$ cat config.mk
export PLATFORM = sky130hd
export DESIGN_NAME = la_top
export DESIGN_NICKNAME = d
export VERILOG_FILES = /design/src/logic/la_pkg.sv /design/src/logic/la_regs.sv /design/src/logic/la_trigger.sv /design/src/logic/la_probe_mux.sv /design/src/logic/la_capture.sv /design/src/logic/la_top.sv
export SDC_FILE = /design/constraint.sdc
export NUM_CORES = 1
export LEC_CHECK = 0
export BUFFER_PORTS_ARGS = -buffer_cell sky130_fd_sc_hd__buf_2
export CORE_ASPECT_RATIO = 1.1
export CORE_UTILIZATION = 25
export CTS_CLUSTER_SIZE = 8
export DETAILED_ROUTE_END_ITERATION = 8
export PLACE_DENSITY = 0.44
export SYNTH_ARGS = -nofsm -noshare
export SYNTH_HDL_FRONTEND = slang
export SYNTH_SLANG_ARGS = --single-unit
$ cat constraint.sdc
create_clock -name observer_clk -period 6.4 [get_ports observer_clk]
set_input_delay 0.64 -clock observer_clk [delete_from_list [all_inputs] [get_ports observer_clk]]
set_output_delay 0.64 -clock observer_clk [all_outputs]
set_load 0.02 [all_outputs]
$ cat src/logic/la_pkg.sv
`default_nettype none

package la_pkg;

   // Widths of the register port
   localparam int reg_addr_w  = 8;
   localparam int reg_data_w  = 8;
   localparam int bytecnt_w   = 7;

   // Capture datapath widths
   localparam int count_w     = 16;
   localparam int channels    = 9;
   localparam int fifo_word_w = 2 * channels;  // Two samples per channel
   localparam int sel_w       = 3;

   typedef logic [reg_addr_w-1:0]  reg_addr_t;
   typedef logic [reg_data_w-1:0]  reg_data_t;
   typedef logic [bytecnt_w-1:0]   bytecnt_t;
   typedef logic [count_w-1:0]     count_t;
   typedef logic [channels-1:0]    probe_t;
   typedef logic [fifo_word_w-1:0] fifo_word_t;
   typedef logic [sel_w-1:0]       group_sel_t;
   typedef logic [sel_w-1:0]       trig_sel_t;

   // Register map
   localparam reg_addr_t addr_capture_group  = 8'd0;
   localparam reg_addr_t addr_status         = 8'd1;
   localparam reg_addr_t addr_trigger_source = 8'd2;
   localparam reg_addr_t addr_capture_depth  = 8'd3;  // Two bytes wide
   localparam reg_addr_t addr_downsample     = 8'd4;  // Two bytes wide
   localparam reg_addr_t addr_arm            = 8'd5;
   localparam reg_addr_t addr_manual_capture = 8'd6;

   // Probe groups
   localparam group_sel_t group_glitch = 3'd0;
   localparam group_sel_t group_io     = 3'd1;
   localparam group_sel_t group_user   = 3'd2;
   localparam group_sel_t group_debug  = 3'd3;
   localparam group_sel_t group_trace  = 3'd4;

   // Trigger sources
   localparam trig_sel_t trig_glitch_go      = 3'd0;
   localparam trig_sel_t trig_capture_active = 3'd1;
   localparam trig_sel_t trig_glitch_trigger = 3'd2;
   localparam trig_sel_t trig_hs1            = 3'd3;
   localparam trig_sel_t trig_debug0         = 3'd4;

   // Alternating ones and zeros for unused group codes
   localparam probe_t idle_pattern = 9'b1_0101_0101;

   // Bit positions inside the group buses
   localparam int hs1_bit    = 4;  // Within io_pins
   localparam int debug0_bit = 0;  // Within debug_bus

   // Status register bits
   localparam int status_armed_bit     = 0;
   localparam int status_capturing_bit = 1;

endpackage

`default_nettype wire

$ cat src/logic/la_regs.sv
`default_nettype none

module la_regs import la_pkg::*; (
   input  wire         observer_clk,
   input  wire         reset,
   input  wire  reg_addr_t  reg_address,
   input  wire  bytecnt_t   reg_bytecnt,
   input  wire  reg_data_t  reg_datai,
   input  wire         reg_read,
   input  wire         reg_write,
   input  wire         capturing,
   input  wire         armed,
   input  wire         capture_go,
   input  wire         fifo_empty,
   output reg_data_t   reg_datao,
   output group_sel_t  capture_group,
   output trig_sel_t   trigger_source,
   output count_t      capture_depth,
   output count_t      downsample,
   output logic        manual_capture,
   output logic        arm,
   output logic        fifo_flush
);

   logic byte_sel;   // High byte of a 16-bit register
   logic wr_depth;
   logic wr_arm;

   assign byte_sel = reg_bytecnt[0];
   assign wr_depth = reg_write && (reg_address == addr_capture_depth);
   assign wr_arm   = reg_write && (reg_address == addr_arm);

   // Configuration registers
   always_ff @(posedge observer_clk) begin
      if (reset) begin
         capture_group  <= group_glitch;
         trigger_source <= trig_glitch_go;
         downsample     <= '0;
         manual_capture <= 1'b0;
      end
      else if (reg_write) begin
         case (reg_address)
            addr_capture_group:  capture_group  <= reg_datai[2:0];
            addr_trigger_source: trigger_source <= reg_datai[2:0];
            addr_manual_capture: manual_capture <= reg_datai[0];
            addr_downsample: begin
               if (byte_sel)
                  downsample[15:8] <= reg_datai;
               else
                  downsample[7:0] <= reg_datai;
            end
            default: ;
         endcase
      end
   end

   // Capture depth loaded a byte at a time
   always_ff @(posedge observer_clk) begin
      if (wr_depth) begin
         if (byte_sel)
            capture_depth[15:8] <= reg_datai;
         else
            capture_depth[7:0] <= reg_datai;
      end
   end

   // A started capture consumes the arm bit
   always_ff @(posedge observer_clk) begin
      if (reset)
         arm <= 1'b0;
      else if (wr_arm)
         arm <= reg_datai[0];
      else if (capture_go)
         arm <= 1'b0;
   end

   // Flush the FIFO on arming until it reports empty
   always_ff @(posedge observer_clk) begin
      if (reset) begin
         fifo_flush <= 1'b0;
      end
      else begin
         if (fifo_empty)
            fifo_flush <= 1'b0;
         else if (arm && !fifo_flush)
            fifo_flush <= 1'b1;
      end
   end

   // Read mux
   always_comb begin
      reg_datao = '0;
      if (reg_read) begin
         case (reg_address)
            addr_capture_group:  reg_datao = {5'b0, capture_group};
            addr_trigger_source: reg_datao = {5'b0, trigger_source};
            addr_manual_capture: reg_datao = {7'b0, manual_capture};
            addr_arm:            reg_datao = {7'b0, arm};
            addr_status: begin
               reg_datao[status_capturing_bit] = capturing;
               reg_datao[status_armed_bit]     = armed;
            end
            addr_capture_depth:
               reg_datao = byte_sel ? capture_depth[15:8] : capture_depth[7:0];
            addr_downsample:
               reg_datao = byte_sel ? downsample[15:8] : downsample[7:0];
            default: reg_datao = '0;  // Unmapped address
         endcase
      end
   end

endmodule

`default_nettype wire

$ cat src/logic/la_trigger.sv
`default_nettype none

module la_trigger import la_pkg::*; (
   input  wire        observer_clk,
   input  wire        reset,
   input  wire  trig_sel_t  trigger_source,
   input  wire        manual_capture,
   input  wire        glitch_go,
   input  wire        capture_active,
   input  wire        glitch_trigger,
   input  wire        hs1,
   input  wire        debug0,
   input  wire        arm,
   input  wire        capturing,
   output logic       capture_go,
   output logic       armed,
   output logic       fifo_clear_write_flags
);

   logic trig_async;
   logic trig_meta;    // First synchronizer stage
   logic trig_sync;
   logic trig_last;    // Previous synchronized value for edge detect
   logic arm_d;

   always_comb begin
      case (trigger_source)
         trig_glitch_go:      trig_async = glitch_go;
         trig_capture_active: trig_async = capture_active;
         trig_glitch_trigger: trig_async = glitch_trigger;
         trig_hs1:            trig_async = hs1;
         trig_debug0:         trig_async = debug0;
         default:             trig_async = 1'b0;
      endcase
      trig_async = trig_async | manual_capture;
   end

   always_ff @(posedge observer_clk) begin
      if (reset) begin
         trig_meta  <= 1'b0;
         trig_sync  <= 1'b0;
         trig_last  <= 1'b0;
         capture_go <= 1'b0;
         arm_d      <= 1'b0;
         armed      <= 1'b0;
      end
      else begin
         trig_meta  <= trig_async;
         trig_sync  <= trig_meta;
         trig_last  <= trig_sync;
         // Never restart over a running capture
         capture_go <= trig_sync && !trig_last && armed && !capturing;
         arm_d      <= arm;
         if (capturing)
            armed <= 1'b0;
         else if (arm && !arm_d)
            armed <= 1'b1;
      end
   end

   assign fifo_clear_write_flags = arm_d;

endmodule

`default_nettype wire

$ cat src/logic/la_probe_mux.sv
`default_nettype none

module la_probe_mux import la_pkg::*; (
   input  wire     observer_clk,
   input  wire  group_sel_t  capture_group,
   input  wire  probe_t      glitch_status,
   input  wire  probe_t      io_pins,
   input  wire  probe_t      user_io,
   input  wire  probe_t      debug_bus,
   input  wire  probe_t      trace_bus,
   output probe_t  probe_sample
);

   // Registered here so the capture logic sees one flop of selection delay
   always_ff @(posedge observer_clk) begin
      case (capture_group)
         group_glitch: probe_sample <= glitch_status;
         group_io:     probe_sample <= io_pins;
         group_user:   probe_sample <= user_io;
         group_debug:  probe_sample <= debug_bus;
         group_trace:  probe_sample <= trace_bus;
         default:      probe_sample <= idle_pattern;  // Recognizable in the dump
      endcase
   end

endmodule

`default_nettype wire

$ cat src/logic/la_capture.sv
`default_nettype none

module la_capture import la_pkg::*; (
   input  wire        observer_clk,
   input  wire        reset,
   input  wire        capture_go,
   input  wire  count_t  capture_depth,
   input  wire  count_t  downsample,
   input  wire  probe_t  probe_sample,
   output logic       capturing,
   output logic       fifo_wr,
   output fifo_word_t fifo_wr_data
);

   count_t ds_ctr;        // Downsample counter
   logic   sample_en;     // One cycle every downsample+1 cycles
   count_t capture_count;
   logic   second;        // Next sample completes a pair
   logic   take_sample;
   probe_t sample_old;    // Earlier sample of the pair
   probe_t sample_new;

   assign take_sample = capturing && sample_en && !capture_go;

   // Rate divider
   always_ff @(posedge observer_clk) begin
      if (reset || capture_go) begin
         ds_ctr    <= '0;
         sample_en <= 1'b0;
      end
      else if (ds_ctr == downsample) begin
         ds_ctr    <= '0;
         sample_en <= 1'b1;
      end
      else begin
         ds_ctr    <= ds_ctr + 16'd1;
         sample_en <= 1'b0;
      end
   end

   always_ff @(posedge observer_clk) begin
      if (reset) begin
         capture_count <= '0;
         capturing     <= 1'b0;
         second        <= 1'b0;
         fifo_wr       <= 1'b0;
      end
      else if (capture_go) begin
         capture_count <= '0;
         capturing     <= 1'b1;
         second        <= 1'b0;
         fifo_wr       <= 1'b0;
      end
      else if (take_sample) begin
         second  <= !second;
         fifo_wr <= second;   // Pair done
         if (capture_count < capture_depth - 16'd1)
            capture_count <= capture_count + 16'd1;
         else
            capturing <= 1'b0;  // Depth reached
      end
      else begin
         fifo_wr <= 1'b0;
      end
   end

   // Two-deep history of every channel
   always_ff @(posedge observer_clk) begin
      if (take_sample) begin
         sample_old <= sample_new;
         sample_new <= probe_sample;
      end
   end

   // Channel k owns bit pair k with the older sample in the upper bit
   always_comb begin
      for (int k = 0; k < channels; k++) begin
         fifo_wr_data[2*k+1] = sample_old[k];
         fifo_wr_data[2*k]   = sample_new[k];
      end
   end

endmodule

`default_nettype wire

$ cat src/logic/la_top.sv
`default_nettype none

module la_top import la_pkg::*; (
   input  wire         observer_clk,
   input  wire         reset,
   input  wire  reg_addr_t  reg_address,
   input  wire  bytecnt_t   reg_bytecnt,
   input  wire  reg_data_t  reg_datai,
   output reg_data_t   reg_datao,
   input  wire         reg_read,
   input  wire         reg_write,
   input  wire         glitch_go,
   input  wire         capture_active,
   input  wire         glitch_enable,
   input  wire         glitch_trigger,
   input  wire  probe_t     io_pins,
   input  wire  probe_t     user_io,
   input  wire  probe_t     debug_bus,
   input  wire  probe_t     trace_bus,
   output logic        fifo_wr,
   output fifo_word_t  fifo_wr_data,
   output logic        fifo_flush,
   input  wire         fifo_empty,
   output logic        fifo_clear_write_flags,
   output logic        fifo_clear_read_flags
);

   group_sel_t capture_group;
   trig_sel_t  trigger_source;
   count_t     capture_depth;
   count_t     downsample;
   logic       manual_capture;
   logic       arm;
   logic       armed;
   logic       capture_go;
   logic       capturing;
   probe_t     glitch_status;
   probe_t     probe_sample;

   // Glitch status lines in channels 0 to 3
   assign glitch_status = {5'b0, glitch_trigger, glitch_enable, capture_active, glitch_go};
   assign fifo_clear_read_flags = arm;

   la_regs la_regs_i (
      .observer_clk   (observer_clk),
      .reset          (reset),
      .reg_address    (reg_address),
      .reg_bytecnt    (reg_bytecnt),
      .reg_datai      (reg_datai),
      .reg_read       (reg_read),
      .reg_write      (reg_write),
      .capturing      (capturing),
      .armed          (armed),
      .capture_go     (capture_go),
      .fifo_empty     (fifo_empty),
      .reg_datao      (reg_datao),
      .capture_group  (capture_group),
      .trigger_source (trigger_source),
      .capture_depth  (capture_depth),
      .downsample     (downsample),
      .manual_capture (manual_capture),
      .arm            (arm),
      .fifo_flush     (fifo_flush)
   );

   la_trigger la_trigger_i (
      .observer_clk           (observer_clk),
      .reset                  (reset),
      .trigger_source         (trigger_source),
      .manual_capture         (manual_capture),
      .glitch_go              (glitch_go),
      .capture_active         (capture_active),
      .glitch_trigger         (glitch_trigger),
      .hs1                    (io_pins[hs1_bit]),      // HS1 rides in the IO group
      .debug0                 (debug_bus[debug0_bit]),
      .arm                    (arm),
      .capturing              (capturing),
      .capture_go             (capture_go),
      .armed                  (armed),
      .fifo_clear_write_flags (fifo_clear_write_flags)
   );

   la_probe_mux la_probe_mux_i (
      .observer_clk  (observer_clk),
      .capture_group (capture_group),
      .glitch_status (glitch_status),
      .io_pins       (io_pins),
      .user_io       (user_io),
      .debug_bus     (debug_bus),
      .trace_bus     (trace_bus),
      .probe_sample  (probe_sample)
   );

   la_capture la_capture_i (
      .observer_clk  (observer_clk),
      .reset         (reset),
      .capture_go    (capture_go),
      .capture_depth (capture_depth),
      .downsample    (downsample),
      .probe_sample  (probe_sample),
      .capturing     (capturing),
      .fifo_wr       (fifo_wr),
      .fifo_wr_data  (fifo_wr_data)
   );

endmodule

`default_nettype wire

==> summary by stage, run 1 <==
Status
The flow ran to the end, and the final reports show no timing, DRC or antenna violations.

Critical path
The startpoint of the worst setup timing path is la_regs_i.capture_depth[4]$_DFFE_PP_. STA classifies the critical path startpoint as a register. At the worst endpoint, the required time is 6.68 ns. For the worst setup path, the data arrival time is 4.35 ns. The worst register-to-register path begins at la_regs_i.capture_depth[4]$_DFFE_PP_. The biggest fanout along the worst timing path is 14. The element type at the critical path end is a register. The classification of the worst setup path is register to register.

Layout
In the layout the commonest cells are 91 x sky130_fd_sc_hd__buf_2, 83 x sky130_fd_sc_hd__nor2_1, 76 x sky130_fd_sc_hd__dfxtp_1, 45 x sky130_fd_sc_hd__mux2i_1, 34 x sky130_fd_sc_hd__edfxtp_1. The ratio of cells with drive above 1 in the final layout is 19.6%. The area growth from synthesis to layout is 18.5%. Summing all multi-input logic gate instances after layout gives 2910 sq um. The library cell used most frequently in the layout, excluding fill and tap cells, is sky130_fd_sc_hd__buf_2. In the final layout, flip-flops and latches occupy 2540 sq um.

The filler cell count in the final layout is 2,308. The final layout net count is 730. The final core area utilization is 30.1%.

Global route
The combined global-route utilization of all metal layers is 13.3%. The first-pass GRT wire length is 23,700 um. Entering global routing, the biggest net connects 38 pins. The initial antenna violation count is 0. Summed over all layers, the global routing overflow is 0. The number of global-route vias before repair is 4,459.

Yosys
The Yosys step of the flow raised 0 warnings. In this run, synthesis inferred 34 flip-flops with an integrated enable. The netlist uses 53 different library cells. Synthesis handed over a netlist of 566 instances. Multiplexer cells account for 10.5% of the synthesized area. The synthesized netlist devotes 7.05% of its cell area to XOR and XNOR gates. By area, the combinational part of the netlist is dominated by simple AND/OR/NAND/NOR gates. Summing the areas of all and, or, nand and nor instances in the mapped netlist gives 20.7% of the synthesized area.

The share of flip-flops with an asynchronous set or reset is 0%. Summing every instance area after synthesis gives 5590 sq um. The synthesized design contains 110 register bits.

The synthesized netlist devotes 9.78% of its cell area to compound gates. Each instance of the synthesized netlist takes up on average 9.88 sq um. The number of nets in the synthesized netlist is 652. Sequential elements use 45.5% of the synthesized area.

The most used flip-flop cell after synthesis is sky130_fd_sc_hd__dfxtp_1. Summing the areas of all fa, ha and maj instances in the mapped netlist gives 4.03% of the synthesized area.

STA
The setup clock skew after layout is 0.0105 ns. The achievable frequency is 0.246 GHz. Counting I/O delays and the setup requirement, the final critical path takes 4.07 ns.

For the final routed database, the setup TNS stands at 0 ns. Setup violations remaining at the end of the flow were counted as 0. The transition at the pin with the smallest max-transition slack is 0.784 ns.

The final-report hold violation count came to 0. The worst slew margin relative to its limit is 47.7%. The period utilization is 63.6%. The hold slack is 0.406 ns. The number of pins exceeding their max-slew limit in the final report was 0. Setup repair after global routing left no endpoint under its margin.

Drt
The DRC marker count from the first detailed-route iteration is 313. The detailed router placed 4,463 vias in this run. Using the TritonRoute via totals, the vias-per-cell ratio works out to 4.72. The pre-antenna-repair detailed-routing pass consisted of 4 iterations.

The post-detailed-route wirelength per cell is 15.4 um. The final routed DRC violation total is 0. The final layout contains routed wiring with a total length of 14,600 um.

The detail route stage leaves a number of antenna-violating nets equal to 0.

Placement
The post-detailed-placement half-perimeter wirelength is 11,300 um. The final weighted congestion of routability-driven global placement is 0.806. The number of input and output port buffers inserted is 91.

Die
The core box area is 22,000 sq um. For this design the top-level I/O count stands at 98. After floorplanning, the core was divided into 57 placement rows. The full die area is 23,000 sq um.

The die extent in x is 145 um. The effective utilization at floorplan is 25.4%. The die is 159 um tall.

Power and ir drop
The leakage dissipation is 2.64 nW. The design draws 0.00135 W. The worst supply voltage drop on vdd is 127 uV. The power density over the cells is 204 nW/um^2.

Clock network
The largest buffer count on any clock path is 2. The count of clock tree sinks is 110. The number of buffers inserted during clock tree synthesis is 9. Clock-pin slew was measured on the worst setup and hold paths at 0.07 ns. TritonCTS built the clock tree. Hold repair after CTS inserted 0 buffers. The cell at the root of the clock tree is sky130_fd_sc_hd__clkbuf_16. The total of cells resized after clock tree synthesis is 0.

The clock latency of the later-clocked register in the worst-skew pair is 0.36 ns. The post-CTS repair timing setup buffer count is 0. The H-tree was split into 3 levels.

Hold path
The startpoint identified for the worst hold timing path is la_probe_mux_i.probe_sample[7]$_DFF_P_. The class of the tightest hold or removal check is register to register.

Run
The number of max-cap violations is 0.
[state kept, by name, summed over array words and instances, names as in the netlist, 9 cells and up]
register	count
la_regs_i.downsample	16
la_probe_mux_i.probe_sample	9
la_capture_i.sample_new	9
la_capture_i.capture_count	16
la_regs_i.capture_depth	16
la_capture_i.ds_ctr	16
la_capture_i.sample_old	9
[logic make-up after synthesis]
group | count (synthesis)
flip-flops | 110
adder cells (fa/ha/maj) | 18
XOR/XNOR | 45
multiplexers | 54
AO/OA/AOI/OAI | 80
AND/OR/NAND/NOR | 224
buffers and inverters | 35
[power breakdown]
part           switching, W  internal, W
combinational     0.0000308    0.0000248
sequential       0.00000157     0.000718
clock              0.000266     0.000310
total              0.000298      0.00105
[final timing paths]
path                                                              endpoint  slack (ns)  cells after the start
worst max-delay path            la_capture_i.capture_count[3]$_SDFFE_PP0P_        2.33                     11
worst min-delay path                  la_capture_i.sample_new[7]$_DFFE_PP_        0.41                      0
worst max register to register  la_capture_i.capture_count[3]$_SDFFE_PP0P_        2.33                     11
worst min register to register        la_capture_i.sample_new[7]$_DFFE_PP_        0.41                      0
[cell usage after synthesis (2+ instances only)]
library cell	count	share of area, %
sky130_fd_sc_hd__mux4_2	3	1.2
sky130_fd_sc_hd__clkbuf_1	23	1.5
sky130_fd_sc_hd__nor4_1	10	1.1
sky130_fd_sc_hd__ha_1	18	4.0
sky130_fd_sc_hd__nand2b_1	4	0.45
sky130_fd_sc_hd__o22a_1	8	1.3
sky130_fd_sc_hd__nor3b_1	4	0.54
sky130_fd_sc_hd__nand4_1	16	1.8
sky130_fd_sc_hd__a22oi_1	4	0.54
sky130_fd_sc_hd__and4_1	3	0.47
sky130_fd_sc_hd__nand3_1	18	1.6
sky130_fd_sc_hd__o21ai_0	11	0.98
sky130_fd_sc_hd__mux2_2	6	1.2
sky130_fd_sc_hd__nor2_1	83	5.6
sky130_fd_sc_hd__a21oi_1	23	2.1
sky130_fd_sc_hd__o41ai_1	4	0.63
sky130_fd_sc_hd__a31oi_1	5	0.56
sky130_fd_sc_hd__a31o_2	4	0.63
sky130_fd_sc_hd__nand3b_1	6	0.81
sky130_fd_sc_hd__o31ai_1	5	0.67
sky130_fd_sc_hd__inv_1	9	0.60
sky130_fd_sc_hd__edfxtp_1	34	18
sky130_fd_sc_hd__o311ai_0	3	0.47
sky130_fd_sc_hd__or3_1	6	0.67
sky130_fd_sc_hd__a41o_1	2	0.36
sky130_fd_sc_hd__nor2b_1	7	0.78
sky130_fd_sc_hd__and3_1	12	1.3
sky130_fd_sc_hd__dfxtp_1	76	27
sky130_fd_sc_hd__nand2_1	25	1.7
sky130_fd_sc_hd__or4_1	9	1.2
sky130_fd_sc_hd__mux2i_1	45	8.1
sky130_fd_sc_hd__a311oi_1	2	0.31
sky130_fd_sc_hd__xor2_1	31	4.9
sky130_fd_sc_hd__or2_2	3	0.34
sky130_fd_sc_hd__xnor2_1	14	2.2
sky130_fd_sc_hd__o22ai_1	3	0.34
sky130_fd_sc_hd__nor3_1	11	0.98
[worst max-delay path, cell delays in order (launching register included)]
cell and delay (ns):
sky130_fd_sc_hd__edfxtp_1 0.45, sky130_fd_sc_hd__nor4_1 0.46, sky130_fd_sc_hd__nand3b_1 0.20, sky130_fd_sc_hd__or4_1 0.48, sky130_fd_sc_hd__nor4_1 0.26, sky130_fd_sc_hd__xnor2_1 0.18, sky130_fd_sc_hd__ha_1 0.29, sky130_fd_sc_hd__a211oi_2 0.30
sky130_fd_sc_hd__nor2_1 0.12, sky130_fd_sc_hd__or4_4 0.62, sky130_fd_sc_hd__or4_1 0.50, sky130_fd_sc_hd__a21oi_1 0.15
[stage by stage]
step | std cells | area, sq um | setup WS [ns]
after floorplan | 566 | 5590 | 2.65
after global placement | 928 | 6320 | 2.46
after detailed placement | 928 | 6320 | 2.35
after CTS | 944 | 6630 | 2.32
after global routing | 944 | 6630 | 2.04
final | 945 | 6630 | 2.33
[metal layers]
| metal | part of all wire, % | GRT usage, % | up-vias |
|---|---|---|---|
| li1 | - | - | 2241 |
| met1 | 44 | 16.5 | 2131 |
| met2 | 51 | 22.7 | 74 |
| met3 | 3.2 | 2.32 | 17 |
| met4 | 1.7 | 4.55 | 0 |
| met5 | 0 | 0 | - |
[area by class of cell]
| cell class | instances | share of cell area, % |
|---|---|---|
| Multi-Input combinational cell | 421 | 43.9 |
| Sequential cell | 110 | 38.4 |
| Timing Repair Buffer | 93 | 7.10 |
| Tap cell | 295 | 5.57 |
| Clock buffer | 10 | 3.45 |
| Clock inverter | 6 | 1.11 |
| Inverter | 9 | 0.510 |
| Antenna cell | 1 | 0.0378 |
Power figures use the tool's default switching activity.
==> run 2, diff against run 1 <==
--- a/config.mk
+++ b/config.mk
@@ -5,6 +5,7 @@
 export SDC_FILE = /design/constraint.sdc
 export NUM_CORES = 1
 export LEC_CHECK = 0
+export ABC_AREA = 1
 export BUFFER_PORTS_ARGS = -buffer_cell sky130_fd_sc_hd__buf_2
 export CORE_ASPECT_RATIO = 1.1
 export CORE_UTILIZATION = 25
==> constraint.sdc (replaced) <==
create_clock -name observer_clk -period 3.9 [get_ports observer_clk]
set_input_delay 0.39 -clock observer_clk [delete_from_list [all_inputs] [get_ports observer_clk]]
set_output_delay 0.39 -clock observer_clk [all_outputs]
set_load 0.02 [all_outputs]
==> summary by stage, run 2 <==
Critical path
The critical path arrival is 3.25 ns (-1.10 ns). Walking the worst path, the cells encountered are inv_1 -> ha_1 -> nand2_1 -> nor3_2 -> nand2_1 -> nor3_2 -> nand3_1 -> xor2_1 -> ha_1 -> nand4_1 -> nor3_2 -> nand2_4 -> nand3_4 -> nand2_1 -> a21oi_1. The worst setup path is launched from a register. The setup slack on the worst flop-to-flop path is 0.93 ns (-1.40 ns). The startpoint of the lowest-slack register-to-register path is la_regs_i.capture_depth[0]$_DFFE_PP_.

The sum of buffers and inverters on the critical path is 1 (+1). The element type at the critical path end is a register. Tracing the worst setup path back leads to its startpoint at la_regs_i.capture_depth[0]$_DFFE_PP_. The biggest fanout along the worst timing path is 18 (+4). The data required time of the critical path is 4.17 ns (-2.51 ns).

The cell type group with the largest total delay on the critical path is simple AND/OR/NAND/NOR gates. The longest individual stage delay on the worst path was 0.40 ns (-0.22 ns). The slowest library cell on the worst path is sky130_fd_sc_hd__edfxtp_1. The classification of the worst setup path is register to register.

STA
The period utilization is 76.3% (+13 points). The worst slew margin relative to its limit is 46.8% (-0.88 points). The number of pins exceeding their max-slew limit in the final report is 0 (unchanged). The final-report hold violation count is 0 (unchanged). The minimum period implied by the final worst setup slack came to 2.97 ns (-1.10 ns). The worst setup margin is 0.926 ns (-1.40 ns).

The setup clock skew after layout is 0.0117 ns (+0.00118 ns). The achievable frequency is 0.336 GHz (+37%). The total of endpoints with negative setup slack in the final report is 0 (unchanged). The setup TNS is 0 ns (unchanged). The hold slack is 0.177 ns (-0.230 ns).

Setup repair after global routing left no endpoint under its margin. The transition at the pin with the smallest max-transition slack is 0.795 ns (+0.0114 ns).

Power and ir drop
The worst supply voltage drop on vdd is 184 uV (+46%). The leakage dissipation is 2.67 nW (+1.4%). The switching part of the total power is 24.7% (+2.6 points). The proportion of power drawn by flip-flops and latches came to 53.0% (-0.3 points).

The power density over the cells is 327 nW/um^2 (+61%). The power spent charging and discharging nets is 0.000551 W (+85%). The cell internal power dissipation was 0.00168 W (+59%). The proportion of power drawn by combinational gates came to 3.8% (-0.3 points).

The total design power came to 0.00223 W (+65%). The share of total power in the clock network is 43.2% (+0.6 points).

Clock network
The clock latency of the later-clocked register in the worst-skew pair is 0.36 ns (about the same). The number of H-tree branching levels is 3 (unchanged). The largest buffer count on any clock path came to 2 (unchanged).

The quantity of hold-fixing buffers added after cts came to 0 (unchanged). The CTS tree is built. The post-CTS repair timing setup buffer count is 0 (unchanged).

The count of clock tree sinks was 110 (unchanged). The CTS clock-pin slew for the worst setup and hold paths is 0.09 ns (+0.02 ns). The total of cells resized after clock tree synthesis is 0 (unchanged).

The number of buffers inserted during clock tree synthesis was 9 (unchanged). The cell at the root of the clock tree is sky130_fd_sc_hd__clkbuf_16.

Global route
The first-pass GRT wire length is 24,500 um (+3.3%). The number of global-route vias before repair was 4,575 (+2.6%). The routing usage on met3 was 2.05% (-0.28 points). The met2 track demand over resource is 23.2% (+0.48 points). The leftover overflow at the end of global routing is 0 (unchanged). The global routing stage identified its most utilized layer as met2. The initial antenna violation count is 0 (unchanged). The combined global-route utilization of all metal layers is 13.3% (+0.040 points). The met1 routing resource usage after global routing came to 16.6% (+0.058 points). The largest net degree at the start of global routing is 27 (-29%).

Yosys
The flip-flop and latch count after synthesis is 110 (unchanged). The largest family of logic cells by synthesized area is simple AND/OR/NAND/NOR gates. The post-synthesis adder-cell area fraction is 3.93% (-0.094 points). The distinct cell type count after synthesis is 46 (-13%). The sequential-to-total area share from yosys stat was 44.4% (-1.1 points). The share of flip-flops with an asynchronous set or reset is 0% (unchanged).

The number of enable flip-flop cells after synthesis is 34 (unchanged). The share of synthesized area spent on multiplexers is 0.350% (-10 points). The gate count after technology mapping is 703 (+24%). The area of the mapped netlist is 5730 sq um (+2.4%).

Of all cell types, the one taking the most synthesized area is sky130_fd_sc_hd__dfxtp_1. The Yosys warning count was 0 (unchanged). The average instance area after synthesis is 8.14 sq um (-18%). The simple-gate share of the synthesized area is 26.9% (+6.3 points). The number of nets in the synthesized netlist was 789 (+21%). Yosys attributes the largest share of cell area to sky130_fd_sc_hd__dfxtp_1 27%, sky130_fd_sc_hd__edfxtp_1 18%, sky130_fd_sc_hd__nand2_1 9.2%. In the synthesized netlist, the cells that appear most often are 140 x sky130_fd_sc_hd__nand2_1, 76 x sky130_fd_sc_hd__dfxtp_1, 73 x sky130_fd_sc_hd__nor2_1, 64 x sky130_fd_sc_hd__inv_1, 61 x sky130_fd_sc_hd__a21oi_1. The fraction of synthesized cell area taken by the top area cell type is 26.6% (-0.64 points). The xor and xnor fraction of the mapped netlist area was 6.27% (-0.78 points). The area fraction in compound gates after synthesis was 11.6% (+1.9 points).

For this run, the leading register cell type out of synthesis is sky130_fd_sc_hd__dfxtp_1. The leading cell type by number of instances after synthesis is sky130_fd_sc_hd__nand2_1.

Placement
The number of input and output port buffers inserted is 91 (unchanged). The final weighted congestion of routability-driven global placement came to 0.803 (-0.31%). The post-detailed-placement half-perimeter wirelength is 11,800 um (+4.5%). The worst slack at placement is 0.868 ns (-1.48 ns).

Layout
The most common library cell in the layout ignoring fill and taps is sky130_fd_sc_hd__nand2_1. The number of diodes added for antenna fixing is 0 (-1). In the layout the commonest cells are 140 x sky130_fd_sc_hd__nand2_1, 91 x sky130_fd_sc_hd__buf_2, 76 x sky130_fd_sc_hd__dfxtp_1, 73 x sky130_fd_sc_hd__nor2_1, 64 x sky130_fd_sc_hd__inv_1. The area growth from synthesis to layout is 18.9%. The ratio of cells with drive above 1 in the final layout was 20.4% (+0.83 points). The final layout net count was 880 (+21%). The filler cell count in the final layout is 2,435 (+5.5%).

Drt
The post-detailed-route count of antenna-violating nets came to 0 (unchanged). The wire length reported by the detailed router is 15,100 um (+3.6%). The per-cell via count in the routed design is 4.33 (-8.2%). The DRC marker count from the first detailed-route iteration came to 301 (-3.8%). The post-detailed-route wirelength per cell is 13.8 um (-11%). The final routed DRC violation total came to 0 (unchanged). The iteration count of the initial detailed-routing pass is 4 (unchanged).

The overall via count from detail_route is 4,741 (+6.2%).

Die
The die span in y is 161 um (+1.2%). The floorplan row count is 57 (unchanged). The effective utilization at floorplan came to 25.7% (+0.36 points). The die extent in x is 146 um (+1.2%). The full die area came to 23,500 sq um (+2.4%).

The number of top-level design ports is 98 (unchanged). The core box area came to 22,300 sq um (+0.97%).

Hold path
The startpoint identified for the worst hold timing path is fifo_empty. The class of the tightest hold or removal check is primary input to register.

Run
The number of max-cap violations was 0 (unchanged).

Status
The run finished with clean final reports.
[run 2: worst register-to-register path: stages, from the launching register on]
cell	delay [ns]
sky130_fd_sc_hd__edfxtp_1	0.40
sky130_fd_sc_hd__inv_1	0.11
sky130_fd_sc_hd__ha_1	0.19
sky130_fd_sc_hd__nand2_1	0.11
sky130_fd_sc_hd__nor3_2	0.17
sky130_fd_sc_hd__nand2_1	0.12
sky130_fd_sc_hd__nor3_2	0.22
sky130_fd_sc_hd__nand3_1	0.13
sky130_fd_sc_hd__xor2_1	0.16
sky130_fd_sc_hd__ha_1	0.29
sky130_fd_sc_hd__nand4_1	0.15
sky130_fd_sc_hd__nor3_2	0.21
sky130_fd_sc_hd__nand2_4	0.19
sky130_fd_sc_hd__nand3_4	0.23
sky130_fd_sc_hd__nand2_1	0.08
sky130_fd_sc_hd__a21oi_1	0.13
[run 2: logic make-up (layout without fill, tap and decap cells)]
| group | after synthesis | after routing |
|---|---|---|
| and+or+nand+nor | 319 | 319 |
| AOI/OAI and AO/OA | 123 | 123 |
| DFF | 110 | 110 |
| buffers and inverters | 90 | 186 |
| xor gates and xnor gates | 41 | 41 |
| adders and majority gates | 18 | 18 |
| muxes | 2 | 2 |
[run 2: path summary, 6_finish.rpt]
path	cells past startpoint	end
worst max register to register	15	la_capture_i.capture_count[9]$_SDFFE_PP0P_
worst min register to register	1	la_trigger_i.capture_go$_SDFF_PP0_
worst min-delay path	2	la_regs_i.fifo_flush$_SDFFE_PP0P_
worst max-delay path	15	la_capture_i.capture_count[9]$_SDFFE_PP0P_
[run 2: stage by stage]
| step | instances | util [%] | cell area [sq um] |
|---|---|---|---|
| floorplan | 703 | - | 5730 |
| global placement | 1078 | 29.2 | 6490 |
| detailed placement | 1078 | 29.2 | 6490 |
| CTS | 1094 | 30.6 | 6810 |
| global route | 1094 | 30.6 | 6810 |
| finish | 1094 | 30.6 | 6810 |
[run 2: per-layer routing]
layer / vias to the layer above / wire length [um]
met1: 2147 / 6920
met3: 11 / 282
li1: 2536 / -
met2: 47 / 7690
met4: 0 / 205
met5: - / 0
[run 2: cell type report]
class	instances	area [sq um]	area share, %
clock buffers	9	225	3.31
multi-input cells	503	2820	41.4
well taps	295	369	5.42
flip-flops and latches	110	2540	37.3
clock inverters	7	91.3	1.34
inverters	76	285	4.19
repair buffers	94	478	7.02
[run 2: power groups by stage]
stage	Combinational (W)	Clock, W	Sequential (W)
6_report	0.0000843	0.000964	0.00118
4_1_cts	0.0000859	0.00100	0.00118
2_1_floorplan	0.0000349	0	0.00121
5_1_grt	0.0000952	0.00104	0.00118
3_5_place_dp	0.0000857	0	0.00121
3_3_place_gp	0.0000852	0	0.00121
==> run 3, diff against run 2 <==
==> constraint.sdc (replaced) <==
create_clock -name observer_clk -period 2.8 [get_ports observer_clk]
set_input_delay 0.28 -clock observer_clk [delete_from_list [all_inputs] [get_ports observer_clk]]
set_output_delay 0.28 -clock observer_clk [all_outputs]
set_load 0.02 [all_outputs]
==> summary by stage, run 3 (same netlist as run 2, synthesis figures left out) <==
STA
Setup repair after global routing could not meet its margin everywhere. The period utilization is 101% (+25 points). The final-report hold violation count was 0 (unchanged). The worst slew margin relative to its limit came to 53.5% (+6.8 points). The transition at the pin with the smallest max-transition slack is 0.696 ns (-0.0991 ns). The number of pins exceeding their max-slew limit in the final report was 0 (unchanged).

The achievable frequency is 0.353 GHz (+5.1%). The setup clock skew after layout is 0.00701 ns (-0.00470 ns). The worst setup margin is -0.0303 ns (-0.956 ns). The minimum period implied by the final worst setup slack was 2.83 ns (-0.144 ns). The total of endpoints with negative setup slack in the final report came to 12 (+12).

Global route
The largest net degree at the start of global routing was 27 (unchanged). The leftover overflow at the end of global routing is 0 (unchanged). The initial antenna violation count is 0 (unchanged). The number of global-route vias before repair is 4,731 (+3.4%). The first-pass GRT wire length is 24,600 um (+0.54%). The combined global-route utilization of all metal layers came to 13.4% (+0.059 points).

Clock network
The largest buffer count on any clock path is 2 (unchanged). The count of clock tree sinks is 110 (unchanged). The cell at the root of the clock tree is sky130_fd_sc_hd__clkbuf_16. The CTS tree is built. The number of H-tree branching levels came to 3 (unchanged). The number of buffers inserted during clock tree synthesis was 9 (unchanged). The CTS clock-pin slew for the worst setup and hold paths came to 0.08 ns (about the same). The clock latency of the later-clocked register in the worst-skew pair is 0.36 ns (about the same).

Critical path
The biggest fanout along the worst timing path is 8 (-10). The data required time of the critical path was 3.03 ns (-1.14 ns). STA classifies the critical path endpoint as a register. The critical path arrival is 3.06 ns (-0.19 ns).

The classification of the worst setup path is register to register. The worst setup path is launched from a register.

Power and ir drop
The leakage dissipation was 2.79 nW (+4.5%). The proportion of power drawn by flip-flops and latches is 54.1% (+1.1 points). The switching part of the total power is 23.8% (-0.91 points).

The cell internal power dissipation is 0.00232 W (+38%). The power spent charging and discharging nets was 0.000723 W (+31%). The share of total power in the clock network was 41.9% (-1.3 points). The worst supply voltage drop on vdd is 326 uV (+77%). The proportion of power drawn by combinational gates is 3.9% (about the same). The total design power came to 0.00304 W (+36%). The power density over the cells was 429 nW/um^2 (+31%).

Layout
The number of diodes added for antenna fixing was 0 (unchanged). The ratio of cells with drive above 1 in the final layout is 25.4% (+5.0 points). The library cells used most frequently in the layout, excluding fill and tap cells, are 130 x sky130_fd_sc_hd__nand2_1, 91 x sky130_fd_sc_hd__buf_2, 76 x sky130_fd_sc_hd__dfxtp_1, 72 x sky130_fd_sc_hd__nor2_1, 62 x sky130_fd_sc_hd__inv_1.

Leaving out fill and tap cells, the most frequent cell in the layout is sky130_fd_sc_hd__nand2_1. The final core area utilization is 31.8% (+1.2 points). Compared with the post-synthesis result, the final layout area differs by 23.6%.

The final layout net count is 901 (+2.4%). The number of standard cells in the final layout excluding fillers is 1,115 (+1.9%).

Drt
The met2 routed wirelength is 7950 um (+3.4%). The overall via count from detail_route is 4,845 (+2.2%). The total routed wire length on the met1 layer is 6880 um (-0.48%). The amount of wire on met3 after detailed routing is 412 um (+46%). The detailed router used layers up to and including met4. The wire length reported by the detailed router is 15,400 um (+2.1%). The DRC marker count from the first detailed-route iteration was 302 (+0.33%). The iteration count of the initial detailed-routing pass came to 4 (unchanged). The post-detailed-route wirelength per cell was 13.8 um (+0.20%). The per-cell via count in the routed design is 4.35 (+0.27%). The post-detailed-route count of antenna-violating nets is 0 (unchanged).

The final routed DRC violation total is 0 (unchanged).

Placement
The number of input and output port buffers inserted is 91 (unchanged). The post-detailed-placement half-perimeter wirelength was 11,900 um (+0.74%). The final weighted congestion of routability-driven global placement is 0.803 (about the same). The total instance count after detailed placement was 1,091 (+1.2%). The worst slack at placement is 0.00210 ns (-0.866 ns).

Die
The die span in y is 161 um (unchanged). The full die area came to 23,500 sq um (unchanged). The effective utilization at floorplan is 25.7% (unchanged). The die extent in x is 146 um (unchanged).

The number of top-level design ports is 98 (unchanged). The floorplan row count came to 57 (unchanged). The core box area came to 22,300 sq um (unchanged).

Run
The number of max-cap violations is 0 (unchanged).

Status
The checks that failed: setup timing. The flow ran to the end, but the final reports show violations.

Hold path
The class of the tightest hold or removal check is primary input to register.
## run 3: metal layers
layer	up-vias	global-route usage [%]
li1	2573	-
met1	2217	16.0
met2	47	24.0
met3	8	2.73
met4	0	3.69
met5	-	0
## run 3: critical path, stage by stage (launching register included)
cell and delay (ns):
sky130_fd_sc_hd__edfxtp_1 0.45, sky130_fd_sc_hd__nor2_1 0.21, sky130_fd_sc_hd__nand2_4 0.08, sky130_fd_sc_hd__nor3_4 0.21, sky130_fd_sc_hd__nand2_2 0.10, sky130_fd_sc_hd__nor3_4 0.23
sky130_fd_sc_hd__buf_4 0.15, sky130_fd_sc_hd__xor2_1 0.15, sky130_fd_sc_hd__ha_1 0.25, sky130_fd_sc_hd__nand2_1 0.07, sky130_fd_sc_hd__o21bai_2 0.11, sky130_fd_sc_hd__a21oi_2 0.08
sky130_fd_sc_hd__nor2_4 0.15, sky130_fd_sc_hd__buf_6 0.13, sky130_fd_sc_hd__nand3_4 0.15, sky130_fd_sc_hd__nand2_1 0.15, sky130_fd_sc_hd__a21oi_2 0.05
## run 3: layout make-up
| type | instances | area (sq um) |
|---|---|---|
| well taps | 295 | 369 |
| clock buffers | 9 | 225 |
| inverters | 76 | 285 |
| fillers | 2461 | 15200 |
| multi-input cells | 504 | 2940 |
| clock inverters | 7 | 62.6 |
| repair buffers | 114 | 651 |
| flip-flops and latches | 110 | 2540 |
## run 3: final timing paths
check | from | to | slack (ns) | cells past startpoint
max | la_regs_i.capture_depth[3]$_DFFE_PP_ | la_capture_i.capture_count[0]$_SDFFE_PP0P_ | -0.03 | 16
min | fifo_empty | la_regs_i.fifo_flush$_SDFFE_PP0P_ | 0.07 | 2
max reg2reg | la_regs_i.capture_depth[3]$_DFFE_PP_ | la_capture_i.capture_count[0]$_SDFFE_PP0P_ | -0.03 | 16
min reg2reg | la_trigger_i.trig_last$_SDFF_PP0_ | la_trigger_i.capture_go$_SDFF_PP0_ | 0.39 | 1
## run 3: timing repair
action | CTS | global route
hold buffers | 0 | 0
gates resized for setup | 3 | 33
setup endpoints to repair | 16 | 17
pin swaps | 1 | 18
gates cloned | 1 | 0
buffers inserted | 2 | 5
## run 3: power groups by stage
stage | combinational [W] | sequential, W | clock [W]
after detailed placement | 0.000119 | 0.00168 | 0
after global routing | 0.000133 | 0.00165 | 0.00138
after global placement | 0.000119 | 0.00168 | 0
after CTS | 0.000120 | 0.00165 | 0.00132
after floorplan | 0.0000486 | 0.00168 | 0
final | 0.000119 | 0.00165 | 0.00127
## run 3: through the flow
stage	hold WS, ns	setup TNS [ns]	instance area (sq um)
6_report	0.0727	-0.186	7080
5_1_grt	0.0718	-4.16	7080
4_1_cts	0.0643	0	6920
3_5_place_dp	0.384	0	6590
3_3_place_gp	0.386	0	6590
2_1_floorplan	0.349	0	5730
